<file path="src/design/eth_tx_pkg.sv">
package eth_tx_pkg;

    //////////////////////////////////////////////////////////
    // Frame constants
    //////////////////////////////////////////////////////////

    typedef logic [7:0] eth_byte_t;                       // One octet on the line

    localparam eth_byte_t   ETH_PREAMBLE_BYTE  = 8'h55;  // Alternating 1/0 pattern
    localparam eth_byte_t   ETH_SFD_BYTE       = 8'hD5;  // Start of frame delimiter
    localparam int          PREAMBLE_LEN       = 7;      // Preamble bytes before the SFD
    localparam int          MIN_FRAME_DEFAULT  = 60;     // Body bytes, FCS not counted

    localparam logic [31:0] CRC_INIT           = 32'hFFFF_FFFF;
    localparam logic [31:0] CRC_POLY_REFLECTED = 32'hEDB8_8320;  // 0x04C11DB7 bit reversed

    //////////////////////////////////////////////////////////
    // Link speed and inter-frame gap
    //////////////////////////////////////////////////////////

    typedef enum logic [1:0] {
        SPEED_10M  = 2'b00,
        SPEED_100M = 2'b01,
        SPEED_1G   = 2'b10                                // 2'b11 treated the same
    } link_speed_t;

    typedef logic [10:0] ifg_count_t;                    // Up to 1200 cycles

    // CRC word, accumulated as a whole and sent out byte by byte
    typedef union packed {
        logic [31:0]     word;
        eth_byte_t [3:0] bytes;                           // bytes[0] is bits 7:0, sent first
    } crc_word_u;

    // 96 bit times at a fixed 125 MHz core clock
    function automatic ifg_count_t ifg_cycles(input link_speed_t speed);
        ifg_count_t cycles;
        case (speed)
            SPEED_10M:  cycles = 11'd1200;
            SPEED_100M: cycles = 11'd120;
            default:    cycles = 11'd12;                  // 1G and the spare code
        endcase
        return cycles;
    endfunction

endpackage

</file>
<file path="src/design/tx_byte_if.sv">
`timescale 1ns/1ps

// Byte stream between pipeline stages
// Upstream holds every field steady while hold is high
interface tx_byte_if;
    import eth_tx_pkg::*;

    eth_byte_t data;       // Octet for the line
    logic      valid;      // Byte present this cycle
    logic      crc_cover;  // Counts toward the FCS, payload and pad
    logic      body_end;   // Last body byte, FCS follows
    logic      error;      // Underrun marker, goes out on tx_er
    logic      hold;       // Back-pressure from the next stage

    modport upstream (
        output data, valid, crc_cover, body_end, error,
        input  hold
    );

    modport downstream (
        input  data, valid, crc_cover, body_end, error,
        output hold
    );

endinterface

</file>
<file path="src/design/crc32_byte.sv">
`timescale 1ns/1ps

// One byte of the reflected CRC-32, LSB of the data first
module crc32_byte (
    input  eth_tx_pkg::crc_word_u crc_in,
    input  eth_tx_pkg::eth_byte_t data_in,
    output eth_tx_pkg::crc_word_u crc_out
);
    import eth_tx_pkg::*;

    logic [31:0] crc;      // Running remainder within the byte
    logic        feedback; // Bit shifted out XOR data bit

    always_comb begin
        crc = crc_in.word;
        for (int i = 0; i < 8; i++) begin
            feedback = crc[0] ^ data_in[i];
            crc      = crc >> 1;                          // Reflected, shift toward bit 0
            if (feedback)
                crc = crc ^ CRC_POLY_REFLECTED;
        end
        crc_out.word = crc;
    end

endmodule

</file>
<file path="src/design/eth_tx_top.sv">
`timescale 1ns/1ps

module eth_tx_top #(
    parameter int MIN_FRAME_BYTES = eth_tx_pkg::MIN_FRAME_DEFAULT
) (
    input  logic                    clk,
    input  logic                    reset_n,

    // FIFO side
    input  eth_tx_pkg::eth_byte_t   tx_tdata,
    input  logic                    tx_tvalid,
    input  logic                    tx_tlast,
    output logic                    tx_tread,

    // PHY side
    input  logic                    tx_ready,
    output eth_tx_pkg::eth_byte_t   tx_data,
    output logic                    tx_dv,
    output logic                    tx_er,

    // Configuration
    input  logic                    mii_select,
    input  eth_tx_pkg::link_speed_t link_speed
);

    tx_byte_if seq_to_fcs ();   // Frame body with preamble
    tx_byte_if fcs_to_mii ();   // Complete frame with FCS

    // Preamble, payload, pad and gap timing
    frame_sequencer #(
        .MIN_FRAME_BYTES (MIN_FRAME_BYTES)
    ) u_frame_sequencer (
        .clk        (clk),
        .reset_n    (reset_n),
        .tx_tdata   (tx_tdata),
        .tx_tvalid  (tx_tvalid),
        .tx_tlast   (tx_tlast),
        .link_speed (link_speed),
        .tx_tread   (tx_tread),
        .out        (seq_to_fcs.upstream)
    );

    fcs_appender u_fcs_appender (
        .clk     (clk),
        .reset_n (reset_n),
        .in      (seq_to_fcs.downstream),
        .out     (fcs_to_mii.upstream)
    );

    // Line register, nibble split in MII mode
    mii_output_stage u_mii_output_stage (
        .clk        (clk),
        .reset_n    (reset_n),
        .tx_ready   (tx_ready),
        .mii_select (mii_select),
        .in         (fcs_to_mii.downstream),
        .tx_data    (tx_data),
        .tx_dv      (tx_dv),
        .tx_er      (tx_er)
    );

endmodule

</file>
<file path="src/design/fcs_appender.sv">
`timescale 1ns/1ps

module fcs_appender (
    input  logic           clk,
    input  logic           reset_n,
    tx_byte_if.downstream  in,
    tx_byte_if.upstream    out
);
    import eth_tx_pkg::*;

    crc_word_u  crc_state;   // Running CRC of the covered bytes
    crc_word_u  crc_step;    // CRC after the incoming byte
    crc_word_u  fcs_word;    // Inverted CRC, read out byte-wise
    logic [2:0] fcs_left;    // FCS bytes still to send
    logic [1:0] fcs_idx;     // Next FCS byte, LSB first
    logic       in_header;   // Inside preamble or SFD
    logic       inserting;
    logic       in_move;     // Upstream byte taken this cycle

    crc32_byte u_crc32_byte (
        .crc_in  (crc_state),
        .data_in (in.data),
        .crc_out (crc_step)
    );

    assign inserting = (fcs_left != 3'd0);
    assign in.hold   = out.hold | inserting;             // Freeze upstream during FCS
    assign in_move   = in.valid & ~in.hold;

    always_comb begin
        fcs_word.word = ~crc_state.word;                  // Transmitted complement
    end

    //////////////////////////////////////////////////////////
    // CRC accumulation
    //////////////////////////////////////////////////////////

    always_ff @(posedge clk) begin
        if (reset_n) begin
            in_header <= 1'b0;
        end else if (in_move) begin
            if (in.crc_cover) begin
                crc_state <= crc_step;                    // Payload or pad byte
                in_header <= 1'b0;
            end else begin
                if (!in_header)
                    crc_state.word <= CRC_INIT;           // First preamble byte, new frame
                in_header <= 1'b1;
            end
        end
    end

    //////////////////////////////////////////////////////////
    // Output register and FCS insertion
    //////////////////////////////////////////////////////////

    always_ff @(posedge clk) begin
        if (reset_n) begin
            fcs_left      <= 3'd0;
            fcs_idx       <= 2'd0;
            out.valid     <= 1'b0;
            out.crc_cover <= 1'b0;
            out.body_end  <= 1'b0;
            out.error     <= 1'b0;
        end else if (!out.hold) begin
            if (inserting) begin
                out.data      <= fcs_word.bytes[fcs_idx];
                out.valid     <= 1'b1;
                out.crc_cover <= 1'b0;
                out.body_end  <= 1'b0;
                out.error     <= 1'b0;
                fcs_idx       <= fcs_idx + 2'd1;          // Wraps to 0 after the fourth
                fcs_left      <= fcs_left - 3'd1;
            end else begin
                out.data      <= in.data;                 // Plain pass with one cycle delay
                out.valid     <= in.valid;
                out.crc_cover <= in.crc_cover;
                out.body_end  <= in.body_end;
                out.error     <= in.error;
                if (in_move && in.body_end) begin         // Body done, queue the FCS
                    fcs_left <= 3'd4;
                    fcs_idx  <= 2'd0;
                end
            end
        end
    end

    // Sequencer stays quiet in its gap while the FCS goes out
    a_quiet_during_fcs: assert property (@(posedge clk) disable iff (reset_n)
        inserting |-> !in.valid);

endmodule

</file>
<file path="src/design/frame_sequencer.sv">
`timescale 1ns/1ps

module frame_sequencer #(
    parameter int MIN_FRAME_BYTES = eth_tx_pkg::MIN_FRAME_DEFAULT
) (
    input  logic                    clk,
    input  logic                    reset_n,
    input  eth_tx_pkg::eth_byte_t   tx_tdata,    // FIFO head byte
    input  logic                    tx_tvalid,   // FIFO not empty
    input  logic                    tx_tlast,    // Head byte ends the frame
    input  eth_tx_pkg::link_speed_t link_speed,
    output logic                    tx_tread,    // Pops the FIFO head this cycle
    tx_byte_if.upstream             out
);
    import eth_tx_pkg::*;

    localparam int BODY_W = $clog2(MIN_FRAME_BYTES + 1);

    // FSM encoding
    localparam logic [2:0] S_IDLE     = 3'd0;
    localparam logic [2:0] S_PREAMBLE = 3'd1;
    localparam logic [2:0] S_PAYLOAD  = 3'd2;
    localparam logic [2:0] S_PADDING  = 3'd3;
    localparam logic [2:0] S_GAP      = 3'd4;

    logic [2:0]        state;
    logic [2:0]        pre_cnt;      // Preamble bytes already sent
    logic [BODY_W-1:0] body_cnt;     // Body bytes before this one, saturates
    ifg_count_t        gap_cnt;      // Unheld gap cycles still to wait
    logic              body_full;    // This byte reaches the minimum size

    assign body_full = (int'(body_cnt) >= MIN_FRAME_BYTES - 1);

    // FIFO read only when the byte can go out this very cycle
    assign tx_tread = (state == S_PAYLOAD) && !out.hold && tx_tvalid;

    //////////////////////////////////////////////////////////
    // FSM and output register
    //////////////////////////////////////////////////////////

    always_ff @(posedge clk) begin
        if (reset_n) begin
            state         <= S_IDLE;
            pre_cnt       <= '0;
            body_cnt      <= '0;
            gap_cnt       <= '0;
            out.valid     <= 1'b0;
            out.crc_cover <= 1'b0;
            out.body_end  <= 1'b0;
            out.error     <= 1'b0;
        end else if (!out.hold) begin
            // Idle line unless a state says otherwise
            out.data      <= '0;
            out.valid     <= 1'b0;
            out.crc_cover <= 1'b0;
            out.body_end  <= 1'b0;
            out.error     <= 1'b0;

            case (state)
                S_IDLE: begin
                    if (tx_tvalid) begin                  // Frame waiting in the FIFO
                        out.data  <= ETH_PREAMBLE_BYTE;   // First preamble byte right away
                        out.valid <= 1'b1;
                        pre_cnt   <= 3'd1;
                        state     <= S_PREAMBLE;
                    end
                end

                S_PREAMBLE: begin
                    out.valid <= 1'b1;
                    if (int'(pre_cnt) == PREAMBLE_LEN) begin
                        out.data <= ETH_SFD_BYTE;         // Preamble done, delimiter next
                        body_cnt <= '0;
                        state    <= S_PAYLOAD;
                    end else begin
                        out.data <= ETH_PREAMBLE_BYTE;
                        pre_cnt  <= pre_cnt + 3'd1;
                    end
                end

                S_PAYLOAD: begin
                    out.valid     <= 1'b1;
                    out.crc_cover <= 1'b1;
                    if (!body_full)
                        body_cnt <= body_cnt + 1'b1;
                    if (tx_tvalid) begin
                        out.data <= tx_tdata;             // Popped by tx_tread
                        if (tx_tlast) begin
                            if (body_full) begin          // Long enough, no pad
                                out.body_end <= 1'b1;
                                gap_cnt      <= ifg_cycles(link_speed);
                                state        <= S_GAP;
                            end else begin
                                state <= S_PADDING;
                            end
                        end
                    end else begin
                        out.error <= 1'b1;                // Underrun, zero byte flagged
                    end
                end

                S_PADDING: begin
                    out.valid     <= 1'b1;                // Zero pad byte, CRC covered
                    out.crc_cover <= 1'b1;
                    if (body_full) begin
                        out.body_end <= 1'b1;
                        gap_cnt      <= ifg_cycles(link_speed);
                        state        <= S_GAP;
                    end else begin
                        body_cnt <= body_cnt + 1'b1;
                    end
                end

                S_GAP: begin
                    // Held cycles cover the FCS drain and do not count
                    if (gap_cnt <= 11'd1)
                        state <= S_IDLE;
                    else
                        gap_cnt <= gap_cnt - 11'd1;
                end

                default: state <= S_IDLE;
            endcase
        end
    end

    // Last byte of a frame ends the reads until the next payload
    a_no_read_after_last: assert property (@(posedge clk) disable iff (reset_n)
        tx_tread && tx_tlast |=> !tx_tread);

endmodule

</file>
<file path="src/design/mii_output_stage.sv">
`timescale 1ns/1ps

module mii_output_stage (
    input  logic                  clk,
    input  logic                  reset_n,
    input  logic                  tx_ready,    // PHY accepts data this cycle
    input  logic                  mii_select,  // Nibble mode
    tx_byte_if.downstream         in,
    output eth_tx_pkg::eth_byte_t tx_data,
    output logic                  tx_dv,
    output logic                  tx_er
);

    logic phase;     // Low nibble on the line, high nibble next
    logic first_nib; // Low nibble goes out, byte stays upstream

    assign first_nib = mii_select & ~phase & in.valid;

    // Byte consumed only on the high nibble in MII mode
    assign in.hold = ~tx_ready | first_nib;

    always_ff @(posedge clk) begin
        if (reset_n) begin
            phase <= 1'b0;
            tx_dv <= 1'b0;
            tx_er <= 1'b0;
        end else if (tx_ready) begin                      // PHY stall freezes everything
            if (first_nib) begin
                tx_data <= {4'h0, in.data[3:0]};
                tx_dv   <= 1'b1;
                tx_er   <= in.error;
                phase   <= 1'b1;
            end else if (phase) begin
                tx_data <= {4'h0, in.data[7:4]};          // Same byte, still held upstream
                phase   <= 1'b0;                          // dv and er carry over
            end else begin
                if (mii_select)
                    tx_data <= {4'h0, in.data[3:0]};      // Idle in nibble mode
                else
                    tx_data <= in.data;                   // Full byte per clock
                tx_dv <= in.valid;
                tx_er <= in.error;
            end
        end
    end

    // Error only ever rides on a valid byte from the sequencer
    a_er_needs_dv: assert property (@(posedge clk) disable iff (reset_n)
        tx_er |-> tx_dv);

endmodule

</file>
<file path="config.mk">
export PLATFORM = sky130hd
export DESIGN_NAME = eth_tx_top
export DESIGN_NICKNAME = d
export VERILOG_FILES = /design/src/design/eth_tx_pkg.sv /design/src/design/tx_byte_if.sv /design/src/design/crc32_byte.sv /design/src/design/eth_tx_top.sv /design/src/design/fcs_appender.sv /design/src/design/frame_sequencer.sv /design/src/design/mii_output_stage.sv
export SDC_FILE = /design/constraint.sdc
export NUM_CORES = 1
export LEC_CHECK = 0
export BUFFER_PORTS_ARGS = -buffer_cell sky130_fd_sc_hd__buf_2
export CAP_MARGIN = 20
export CORE_MARGIN = 3
export CORE_UTILIZATION = 40
export CTS_CLUSTER_SIZE = 20
export DETAILED_ROUTE_END_ITERATION = 8
export PLACE_DENSITY = 0.57
export SLEW_MARGIN = 20
export SYNTH_ARGS = -nofsm -noshare
export SYNTH_HDL_FRONTEND = slang
export SYNTH_SLANG_ARGS = --single-unit
</file>
<file path="constraint.sdc">
create_clock -name clk -period 3.9 [get_ports clk]
set_clock_uncertainty 0.2 [all_clocks]
set_input_delay 0.78 -clock clk [delete_from_list [all_inputs] [get_ports clk]]
set_output_delay 0.78 -clock clk [all_outputs]
set_load 0.05 [all_outputs]
</file>
Word-level counts from Yosys, hierarchy flattened
Index checks and enable logic that the tools add are counted.
Widths: inputs -> output; s select.

word-level totals
  memory bits (writable) = 0
  input bits = 16
  flip-flop bits (word level) = 94
  memory bits (read-only) = 0
  bits in latches = 0
  memories = 0
  logic and storage cells = 156

operators by class
  add/sub/neg operators = 5
  mux-type cells = 59
  multipliers = 0
  divide/modulo/power cells = 0
  magnitude comparators = 3
  bitwise gates (word level) = 27
  shifts and indexed selects = 0
  reduce and logical (&&, ||, !) cells = 24
  eq/ne operators = 17

operators with widths
  cell                   number
  $mux 32                10
  $not 13->14            8
  $mux 11                4
  $pmux 11 s3            1
  $mux 8                 4
  $not 32->32            1
  $mux 3                 10
  $pmux 8 s3             1
  $pmux 11 s2            1
  $bmux 8 s2             1
  $ne 2x2->1 const B     8
  $mux 1                 15
  $pmux 3 s5             1
  $mux 6                 2
  $pmux 6 s2             1
  $le 11x1->1 const B    1
  $sub 11x1->11 const B  1
  $reduce_and 2->1       5
  $mux 4                 2
  $reduce_and 4->1       2
  $xor 1x1->1            8
  $mux 7                 1
  $reduce_and 7->1       1
  $add 6x1->6 const B    1
  other kinds (26)       45

Depth between registers and ports, before layout
Gate-level depths: netlist of the first run.

  depth after elaboration = 17
  mapped depth = 8
  depth with buffers taken out = 7

Hierarchy
Synthesis of the first run repeated with hierarchy kept, for this count alone.

unflattened totals
  cells, all modules = 473
  area, all modules = 5148.7 um^2

modules (own cells, without submodules)
  module            cells each  area an instance (um^2)  instances
  fcs_appender      158         2127.0                   1
  frame_sequencer   212         1786.7                   1
  crc32_byte        71          777.0                    1
  mii_output_stage  32          457.9                    1

Least setup slack after synthesis of the first run
No wires, ideal clock.

  kind = input to register
  start = in tx_ready
  end = reg u_fcs_appender.crc_state[0] (netlist bit) (enable)
  library setup time = 0.392 ns
  arrival time = 2.766 ns
  setup slack = 0.542 ns
  cell stages on the path = 5
  cells stage by stage = clkbuf_1 > nand3_1 > clkbuf_1 > nor2_1 > and3_1

between the ends
  cells in the longest elaborated chain, start to end = 6

ends and longest elaborated chain
  item                               line                    RTL
  start, declared                    eth_tx_top.sv:16        input logic tx_ready,
  $not 1->1                          mii_output_stage.sv:20  assign in.hold = ~tx_ready | first_nib;
  $or 1x1->1                         mii_output_stage.sv:20
  $or 1x1->1                         fcs_appender.sv:27      assign in.hold = out.hold | inserting;
  $not 1->1 (no source line)         --
  $and 1x1->1                        fcs_appender.sv:28      assign in_move = in.valid & ~in.hold;
  $reduce_and 3->1 (no source line)  --
  end signal, assigned               fcs_appender.sv:43      crc_state <= crc_step;
  end, declared                      fcs_appender.sv:11      crc_word_u crc_state;

No other way between the ends.
A chain may end at the register's enable or synchronous reset.

Worst setup path after layout of the first run
  start = reg u_frame_sequencer.state[1]
  end = out tx_tread

between the ends
  cells in the longest elaborated chain, start to end = 3

ends and longest elaborated chain
  item                             line                   RTL
  start, declared                  frame_sequencer.sv:26  logic [2:0] state;
  start signal, assigned           frame_sequencer.sv:43  state <= S_IDLE;
  start signal, assigned           frame_sequencer.sv:65  state <= S_PREAMBLE;
  start signal, assigned           frame_sequencer.sv:74  state <= S_PAYLOAD;
  $eq 3x2->1                       frame_sequencer.sv:35  assign tx_tread = (state == S_PAYLOAD) && !out.hold && tx_tvalid;
  $logic_and 1x1->1 (2 in series)  frame_sequencer.sv:35
  end, declared                    eth_tx_top.sv:13       output logic tx_tread,

No other way between the ends.

==> out/qor.json, run 1 <==
{
  "synthesis": {
    "postSynthCellCount": 468,
    "synthMostInstantiatedCell": "sky130_fd_sc_hd__nand2_1",
    "postSynthRegisterBits": 94,
    "post_synth_instance_area_sq_mm": 0.00498,
    "yosysWarnings": 0,
    "avgSynthCellArea_sq_um": 10.6,
    "synth-adder-area-share_pct": 1.26,
    "yosys.area.top_type_share_pct": 33.8,
    "synthMuxAreaShare_pct": 5.20,
    "synth-compound-area-share_pct": 9.75,
    "yosys.area_share.xor_xnor_pct": 16.1,
    "synth-async-reset-ratio_pct": 0,
    "syn_nets": 489,
    "synth_cell_type_count": 53,
    "synth-main-ff-cell": "sky130_fd_sc_hd__edfxtp_1",
    "synth_top_area_cell": "sky130_fd_sc_hd__edfxtp_1",
    "synth_area_leaders": "sky130_fd_sc_hd__edfxtp_1 (34%), sky130_fd_sc_hd__dfxtp_1 (15%), sky130_fd_sc_hd__xnor2_1 (8.4%)",
    "synth_enable_flop_cells": 56,
    "synth_top_family_by_area": "simple AND/OR/NAND/NOR gates",
    "ys_seq_area_share_pct": 49.0,
    "post_synth_most_frequent_cells": "sky130_fd_sc_hd__nand2_1 (58), sky130_fd_sc_hd__edfxtp_1 (56), sky130_fd_sc_hd__xnor2_1 (48)",
    "synth_simple_gate_area_share_pct": 16.5
  },
  "floorplan": {
    "die_height_microns": 118,
    "initial_utilization_pct": 41.1,
    "floorplan.die_area_sq_mm": 0.0138,
    "pin_count": 27,
    "fp-row-count": 40,
    "core-area_sq_mm": 0.0121,
    "die_w_microns": 118
  },
  "sta": {
    "timing.final.hold_violations": 0,
    "timing.final.crit_share_pct": 76.6,
    "totalNegativeSetupSlack_ns": 0,
    "tightestPinTransition_ns": 0.790,
    "final-setup-viol-count": 0,
    "hold_ws_ns": 0.256,
    "slew_margin_rel_pct": 46.6,
    "max_clock_freq_ghz": 0.335,
    "fin_crit_ns": 2.99,
    "rsz_0062_raised_after_global_routing": "false",
    "timing.final.max_slew_violations": 0
  },
  "worst_setup_path": {
    "worstPathMaxFanout": 17,
    "setup.worst_path.class": "reg2out",
    "slowest_delay_ns": 0.67,
    "crit_path_cell_trace": "nand2b_1 -> nor3b_1 -> buf_4 -> and2_1 -> buf_2",
    "startpoint_type": "register",
    "cpMaxStageDelayCell": "sky130_fd_sc_hd__dfxtp_1",
    "setup.worst_path.end_class": "primary output",
    "arrival_ns": 2.01,
    "worstPathBufferInverterCount": 2,
    "regToRegSetupSlack_ns": 1.46,
    "critical-path-top-delay-family": "flip-flops",
    "critPathRequiredTime_ns": 2.92
  },
  "clocking": {
    "clock_root_buffer": "sky130_fd_sc_hd__clkbuf_16",
    "post_cts.repair.setup_buffers": 0,
    "post_cts_resized": 0,
    "cts-root-to-sink-buffers": 2,
    "clock_tree_from_tritoncts": "yes",
    "cts.sinks": 94,
    "cts.htree.levels": 3,
    "clk-insertion-delay-late_ns": 0.34,
    "cts_inserted_buffers": 9,
    "cts.clk_slew.worst_paths_ns": 0.07,
    "cts-hold-fix-buffers": 0
  },
  "detailed_routing": {
    "routedWlPerCell_microns": 15.7,
    "routed_wl_mm": 10.4,
    "drc": 0,
    "post_drt_antenna_nets": 0,
    "route.vias.total": 3410,
    "mean_number_of_vias_per_cell": 5.14,
    "firstDrtPassIters": 4,
    "drt_iter0_drc": 301
  },
  "final_layout": {
    "antennaDiodeCount": 0,
    "area_growth_pct": 12.5,
    "multiInputGateArea_sq_mm": 0.00243,
    "seq_area_sq_mm": 0.00244,
    "fill_cells": 1148,
    "finish.net_count": 511,
    "final_cell_area_sq_mm": 0.00560,
    "drive_above_1_share_pct": 14.9
  },
  "grt": {
    "grt-ovfl-total": 0,
    "grt_pass1_wl_mm": 17.3,
    "grt_max_degree": 35,
    "antenna_violations_before_repair": 0,
    "via_count_of_the_first_global_routing_pass": 3306,
    "track_usage_pct": 15.6
  },
  "place": {
    "finalWeightedCongestion": 0.797,
    "place_area_sq_mm": 0.00529,
    "dpl.hpwl_mm": 7.34,
    "numPortBuffers": 26
  },
  "outcome": {
    "result_of_the_run": "completed"
  },
  "power_and_ir_drop": {
    "power.static_leakage_nw": 1.80,
    "max-vdd-ir-drop_mv": 0.214,
    "pwr_density_cell_mw_per_mm2": 395
  },
  "worst_hold_path": {
    "min-delay-path-class": "reg2reg"
  },
  "run": {
    "max_cap_viol_count": 0
  }
}
area by class of cell:
cell class                      count  share of cell area, %
Clock buffer                        9                   4.02
Inverter                            5                  0.335
Tap cell                          168                   3.75
Clock inverter                      7                   1.59
Sequential cell                    94                   43.6
Multi-Input combinational cell    346                   43.3
Timing Repair Buffer               34                   3.39
path summary, 6_finish.rpt:
kind                              startpoint                           end  depth (start not counted)
setup / recovery  u_frame_sequencer.state[1]                      tx_tread                          5
hold reg to reg     u_fcs_appender.out.error      u_fcs_appender.out.error                          2
hold / removal      u_fcs_appender.out.error      u_fcs_appender.out.error                          2
setup reg to reg  u_fcs_appender.fcs_left[0]  u_fcs_appender.crc_state[15]                          7
power by group:
group	internal, mW	switching (mW)	total [mW]
logic	0.0859	0.116	0.202
clock network	0.557	0.373	0.931
registers	1.06	0.0138	1.08
flip-flops by register name, indices dropped and copies added, names as in the netlist, 2 cells and up:
signal / flops
u_fcs_appender.crc_state: 32
u_fcs_appender.fcs_idx: 2
u_fcs_appender.fcs_left: 3
u_fcs_appender.out.data: 8
u_frame_sequencer.body_cnt: 6
u_frame_sequencer.gap_cnt: 11
u_frame_sequencer.out.data: 8
u_frame_sequencer.pre_cnt: 3
u_frame_sequencer.state: 3
u_mii_output_stage.tx_data: 8
per-layer routing:
layer / routed length [microns] / global-route usage, % / vias to the layer above
met3: 483 / 3.99 / 6
met2: 4760 / 24.2 / 57
met5: 0 / 0 / -
met1: 5090 / 21.7 / 1648
li1: - / - / 1699
met4: 100 / 4.47 / 0
per-stage QoR:
stage          setup slack (ns)  std cells  util [%]  total power [mW]
2_1_floorplan             0.542        468         -              1.26
3_5_place_dp               1.02        647      43.7              1.30
3_3_place_gp               1.03        647      43.7              1.30
4_1_cts                   0.907        663      46.3              2.24
6_report                  0.914        663      46.3              2.21
5_1_grt                   0.702        663      46.3              2.29
worst register-to-register path: cells and delay by family, from the launching register on:
family / cells / cell delay, ns
buffers and inverters: 3 / 0.77
flip-flops: 1 / 0.36
AND/OR/NAND/NOR: 4 / 0.75
kinds of logic (layout without fill, tap and decap cells):
family	Yosys count	in the layout
and+or+nand+nor	171	171
DFF	94	94
buffers and inverters	28	55
xor gates and xnor gates	76	76
adders and majority gates	5	5
AOI/OAI and AO/OA	79	79
muxes	15	15
placed cells by master, fill, tap and decap left out, drive strengths merged, types with 4 or more instances in the layout:
master,instances
nand2,58
edfxtp,56
xnor2,53
a21oi,43
nor2,39
dfxtp,38
buf,34
xor2,20
nor3,14
and2,11
nand2b,10
o21ai,10
nand3,9
clkbuf,9
mux4,8
inv,5
a21o,5
nor2b,5
ha,5
mux2,4
or3,4
a31oi,4
clkinv,4
Power figures use the tool's default switching activity.
==> run 2: changes to the inputs <==
- PLACE_DENSITY: 0.57 -> 0.59
- clock period: 3.9 -> 2.4 ns (I/O delays scaled with it)
==> out/qor.json, run 2 (same netlist as run 1, synthesis figures left out) <==
{
  "worst_setup_path": {
    "setup.worst_path.end_class": "primary output",
    "slowest_delay": {"value": 0.38, "unit": "ns", "change": "-0.29 ns"},
    "regToRegSetupSlack": {"value": 0.16, "unit": "ns", "change": "-1.30 ns"},
    "r2r_cells": {"value": 5, "change": "-2"},
    "worstPathBufferInverterCount": {"value": 1, "change": "-1"},
    "crit_cells": {"value": 4, "change": "-1"},
    "critPathRequiredTime": {"value": 1.72, "unit": "ns", "change": "-1.20 ns"},
    "worstReg2RegStart": "u_frame_sequencer.out.data[6]",
    "setup.worst_path.class": "reg2out",
    "crit_path_cell_trace": "nor3_4 -> and3_4 -> and2_1 -> buf_4",
    "startpoint_type": "register",
    "arrival": {"value": 1.59, "unit": "ns", "change": "-0.42 ns"},
    "worstReg2RegEnd": "u_fcs_appender.crc_state[25]",
    "cpMaxStageDelayCell": "sky130_fd_sc_hd__dfxtp_1",
    "worstPathMaxFanout": {"value": 6, "change": "-11"},
    "critical-path-top-delay-family": "simple AND/OR/NAND/NOR gates"
  },
  "detailed_routing": {
    "mean_number_of_vias_per_cell": {"value": 5.14, "change": "-0.13%"},
    "post_drt_antenna_nets": {"value": 0, "change": "unchanged"},
    "route.vias.total": {"value": 3534, "change": "+3.6%"},
    "drt_iter0_drc": {"value": 256, "change": "-15%"},
    "routed_wl": {"value": 10.6, "unit": "mm", "change": "+1.8%"},
    "firstDrtPassIters": {"value": 6, "change": "+2"},
    "routedWlPerCell": {"value": 15.4, "unit": "microns", "change": "-1.9%"},
    "drc": {"value": 0, "change": "unchanged"}
  },
  "final_layout": {
    "fill_cells": {"value": 1132, "change": "-1.4%"},
    "antennaDiodeCount": {"value": 0, "change": "unchanged"},
    "most_common_cell_after_layout_fill_and_taps_aside": "sky130_fd_sc_hd__nand2_1",
    "finalNonFillerCells": {"value": 688, "change": "+3.8%"},
    "final_cell_area": {"value": 0.00580, "unit": "sq mm", "change": "+3.5%"},
    "drive_above_1_share": {"value": 20.8, "unit": "%", "change": "+5.8 points"},
    "finish.utilization": {"value": 47.9, "unit": "%", "change": "+1.6 points"},
    "finish.net_count": {"value": 536, "change": "+4.9%"},
    "final_cell_mix": "sky130_fd_sc_hd__nand2_1 (58), sky130_fd_sc_hd__edfxtp_1 (56), sky130_fd_sc_hd__xnor2_1 (48)",
    "largest_register": "u_fcs_appender.crc_state",
    "area_growth_pct": 16.5,
    "layout_top_registers": "u_fcs_appender.crc_state x32, u_frame_sequencer.gap_cnt x11",
    "largest_register_ff_count": {"value": 32, "change": "unchanged"}
  },
  "grt": {
    "grt_max_degree": {"value": 35, "change": "unchanged"},
    "grt-ovfl-total": {"value": 0, "change": "unchanged"},
    "via_count_of_the_first_global_routing_pass": {"value": 3455, "change": "+4.5%"},
    "track_usage": {"value": 16.1, "unit": "%", "change": "+0.53 points"},
    "grt_pass1_wl": {"value": 17.8, "unit": "mm", "change": "+2.8%"},
    "antenna_violations_before_repair": {"value": 0, "change": "unchanged"}
  },
  "worst_hold_path": {
    "worst_hold_startpoint": "tx_tdata[3]",
    "min-delay-path-class": "in2reg",
    "min_delay_path_depth": {"value": 2, "change": "unchanged"},
    "min_to": "u_frame_sequencer.out.data[3]"
  },
  "sta": {
    "rsz_0062_raised_after_global_routing": "false",
    "max_clock_freq_ghz": 0.441,
    "tightestPinTransition": {"value": 0.669, "unit": "ns", "change": "-0.121 ns"},
    "slew_margin_rel": {"value": 55.1, "unit": "%", "change": "+8.5 points"},
    "post-route-worst-setup-slack": {"value": 0.132, "unit": "ns", "change": "-0.782 ns"},
    "hold_ws": {"value": 0.206, "unit": "ns", "change": "-0.0503 ns"},
    "final-setup-viol-count": {"value": 0, "change": "unchanged"},
    "timing.final.max_slew_violations": {"value": 0, "change": "unchanged"},
    "timing.final.hold_violations": {"value": 0, "change": "unchanged"},
    "totalNegativeSetupSlack": {"value": 0, "unit": "ns", "change": "unchanged"},
    "timing.final.crit_share_pct": 94.5,
    "fin_crit_ns": 2.27
  },
  "clocking": {
    "clock_tree_from_tritoncts": "yes",
    "post_cts.repair.setup_buffers": {"value": 0, "change": "unchanged"},
    "clk-insertion-delay-late": {"value": 0.35, "unit": "ns", "change": "about the same"},
    "cts.clk_slew.worst_paths": {"value": 0.07, "unit": "ns", "change": "about the same"},
    "clock_root_buffer": "sky130_fd_sc_hd__clkbuf_16",
    "cts-root-to-sink-buffers": {"value": 2, "change": "unchanged"},
    "cts.htree.levels": {"value": 3, "change": "unchanged"},
    "cts-hold-fix-buffers": {"value": 0, "change": "unchanged"},
    "cts_inserted_buffers": {"value": 9, "change": "unchanged"},
    "cts.sinks": {"value": 94, "change": "unchanged"}
  },
  "place": {
    "dpl.hpwl": {"value": 7.69, "unit": "mm", "change": "+4.8%"},
    "place_area": {"value": 0.00550, "unit": "sq mm", "change": "+4.0%"},
    "finalWeightedCongestion": {"value": 0.881, "change": "+11%"},
    "numPortBuffers": {"value": 26, "change": "unchanged"},
    "place_inst": {"value": 672, "change": "+3.9%"},
    "post-place-ws": {"value": 0.182, "unit": "ns", "change": "-0.842 ns"}
  },
  "power_and_ir_drop": {
    "pwr_density_cell": {"value": 596, "unit": "mW/mm^2", "change": "+51%"},
    "design_power_total": {"value": 3.46, "unit": "mW", "change": "+56%"},
    "power_frac_seq": {"value": 50.5, "unit": "%", "change": "+1.7 points"},
    "switchingPower": {"value": 0.834, "unit": "mW", "change": "+66%"},
    "power.static_leakage": {"value": 1.92, "unit": "nW", "change": "+6.8%"},
    "max-vdd-ir-drop": {"value": 0.377, "unit": "mV", "change": "+76%"},
    "pwr-share-comb": {"value": 10.8, "unit": "%", "change": "+1.6 points"},
    "clock_power_share": {"value": 38.8, "unit": "%", "change": "-3.3 points"},
    "internal-power": {"value": 2.62, "unit": "mW", "change": "+54%"},
    "sw_frac_of_total": {"value": 24.1, "unit": "%", "change": "+1.3 points"}
  },
  "floorplan": {
    "pin_count": {"value": 27, "change": "unchanged"},
    "die_height": {"value": 118, "unit": "microns", "change": "unchanged"},
    "die_w": {"value": 118, "unit": "microns", "change": "unchanged"},
    "initial_utilization": {"value": 41.1, "unit": "%", "change": "unchanged"},
    "core-area": {"value": 0.0121, "unit": "sq mm", "change": "unchanged"},
    "floorplan.die_area": {"value": 0.0138, "unit": "sq mm", "change": "unchanged"},
    "fp-row-count": {"value": 40, "change": "unchanged"}
  },
  "run": {
    "max_cap_viol_count": {"value": 0, "change": "unchanged"}
  },
  "outcome": {
    "result_of_the_run": "completed"
  }
}
## run 2: cell count changes in the layout (fill, tap and decap cells not counted), sizes merged
| cell | before | now |
|---|---|---|
| buf | 34 | 59 |
| bufinv | 2 | 0 |
| clkbuf | 9 | 10 |
| clkinvlp | 1 | 0 |
| inv | 5 | 7 |
## run 2: power groups by stage
stage | sequential [mW] | combinational, mW | clock, mW
2_1_floorplan | 1.80 | 0.241 | 0
3_3_place_gp | 1.78 | 0.369 | 0
3_5_place_dp | 1.78 | 0.371 | 0
4_1_cts | 1.75 | 0.374 | 1.38
5_1_grt | 1.75 | 0.405 | 1.45
6_report | 1.75 | 0.372 | 1.34
## run 2: how the worst max path moves through the flow
stage,endpoint,startpoint,slack [ns]
floorplan,u_fcs_appender.crc_state[0],tx_ready,0.09
global placement,tx_tread,mii_select,0.20
detailed placement,u_fcs_appender.crc_state[25],u_frame_sequencer.out.data[6],0.18
CTS,tx_tread,u_fcs_appender.fcs_left[0],0.01
global route,tx_tread,u_fcs_appender.fcs_left[0],0.02
finish,tx_tread,u_fcs_appender.fcs_left[0],0.13
## run 2: final cells by class
cell class | count | area [sq um] | share of cell area, %
multi-input cells | 346 | 2460 | 42.4
flip-flops and latches | 94 | 2440 | 42.2
repair buffers | 59 | 393 | 6.77
clock buffers | 10 | 239 | 4.12
well taps | 168 | 210 | 3.62
clock inverters | 6 | 35.0 | 0.604
inverters | 5 | 18.8 | 0.324
## run 2: layer usage
layer  GRT usage (%)  up-vias  routed length, microns
met5               0        -                       0
met1            23.7     1695                    5410
met2            23.5       73                    4600
met3            3.56       15                     421
li1                -     1751                       -
met4            5.93        0                     183
## run 2: what timing repair did
action,CTS,global route
endpoints found under the setup margin,1,1
cloned,0,0
pin swaps,0,0
resized for setup,3,5
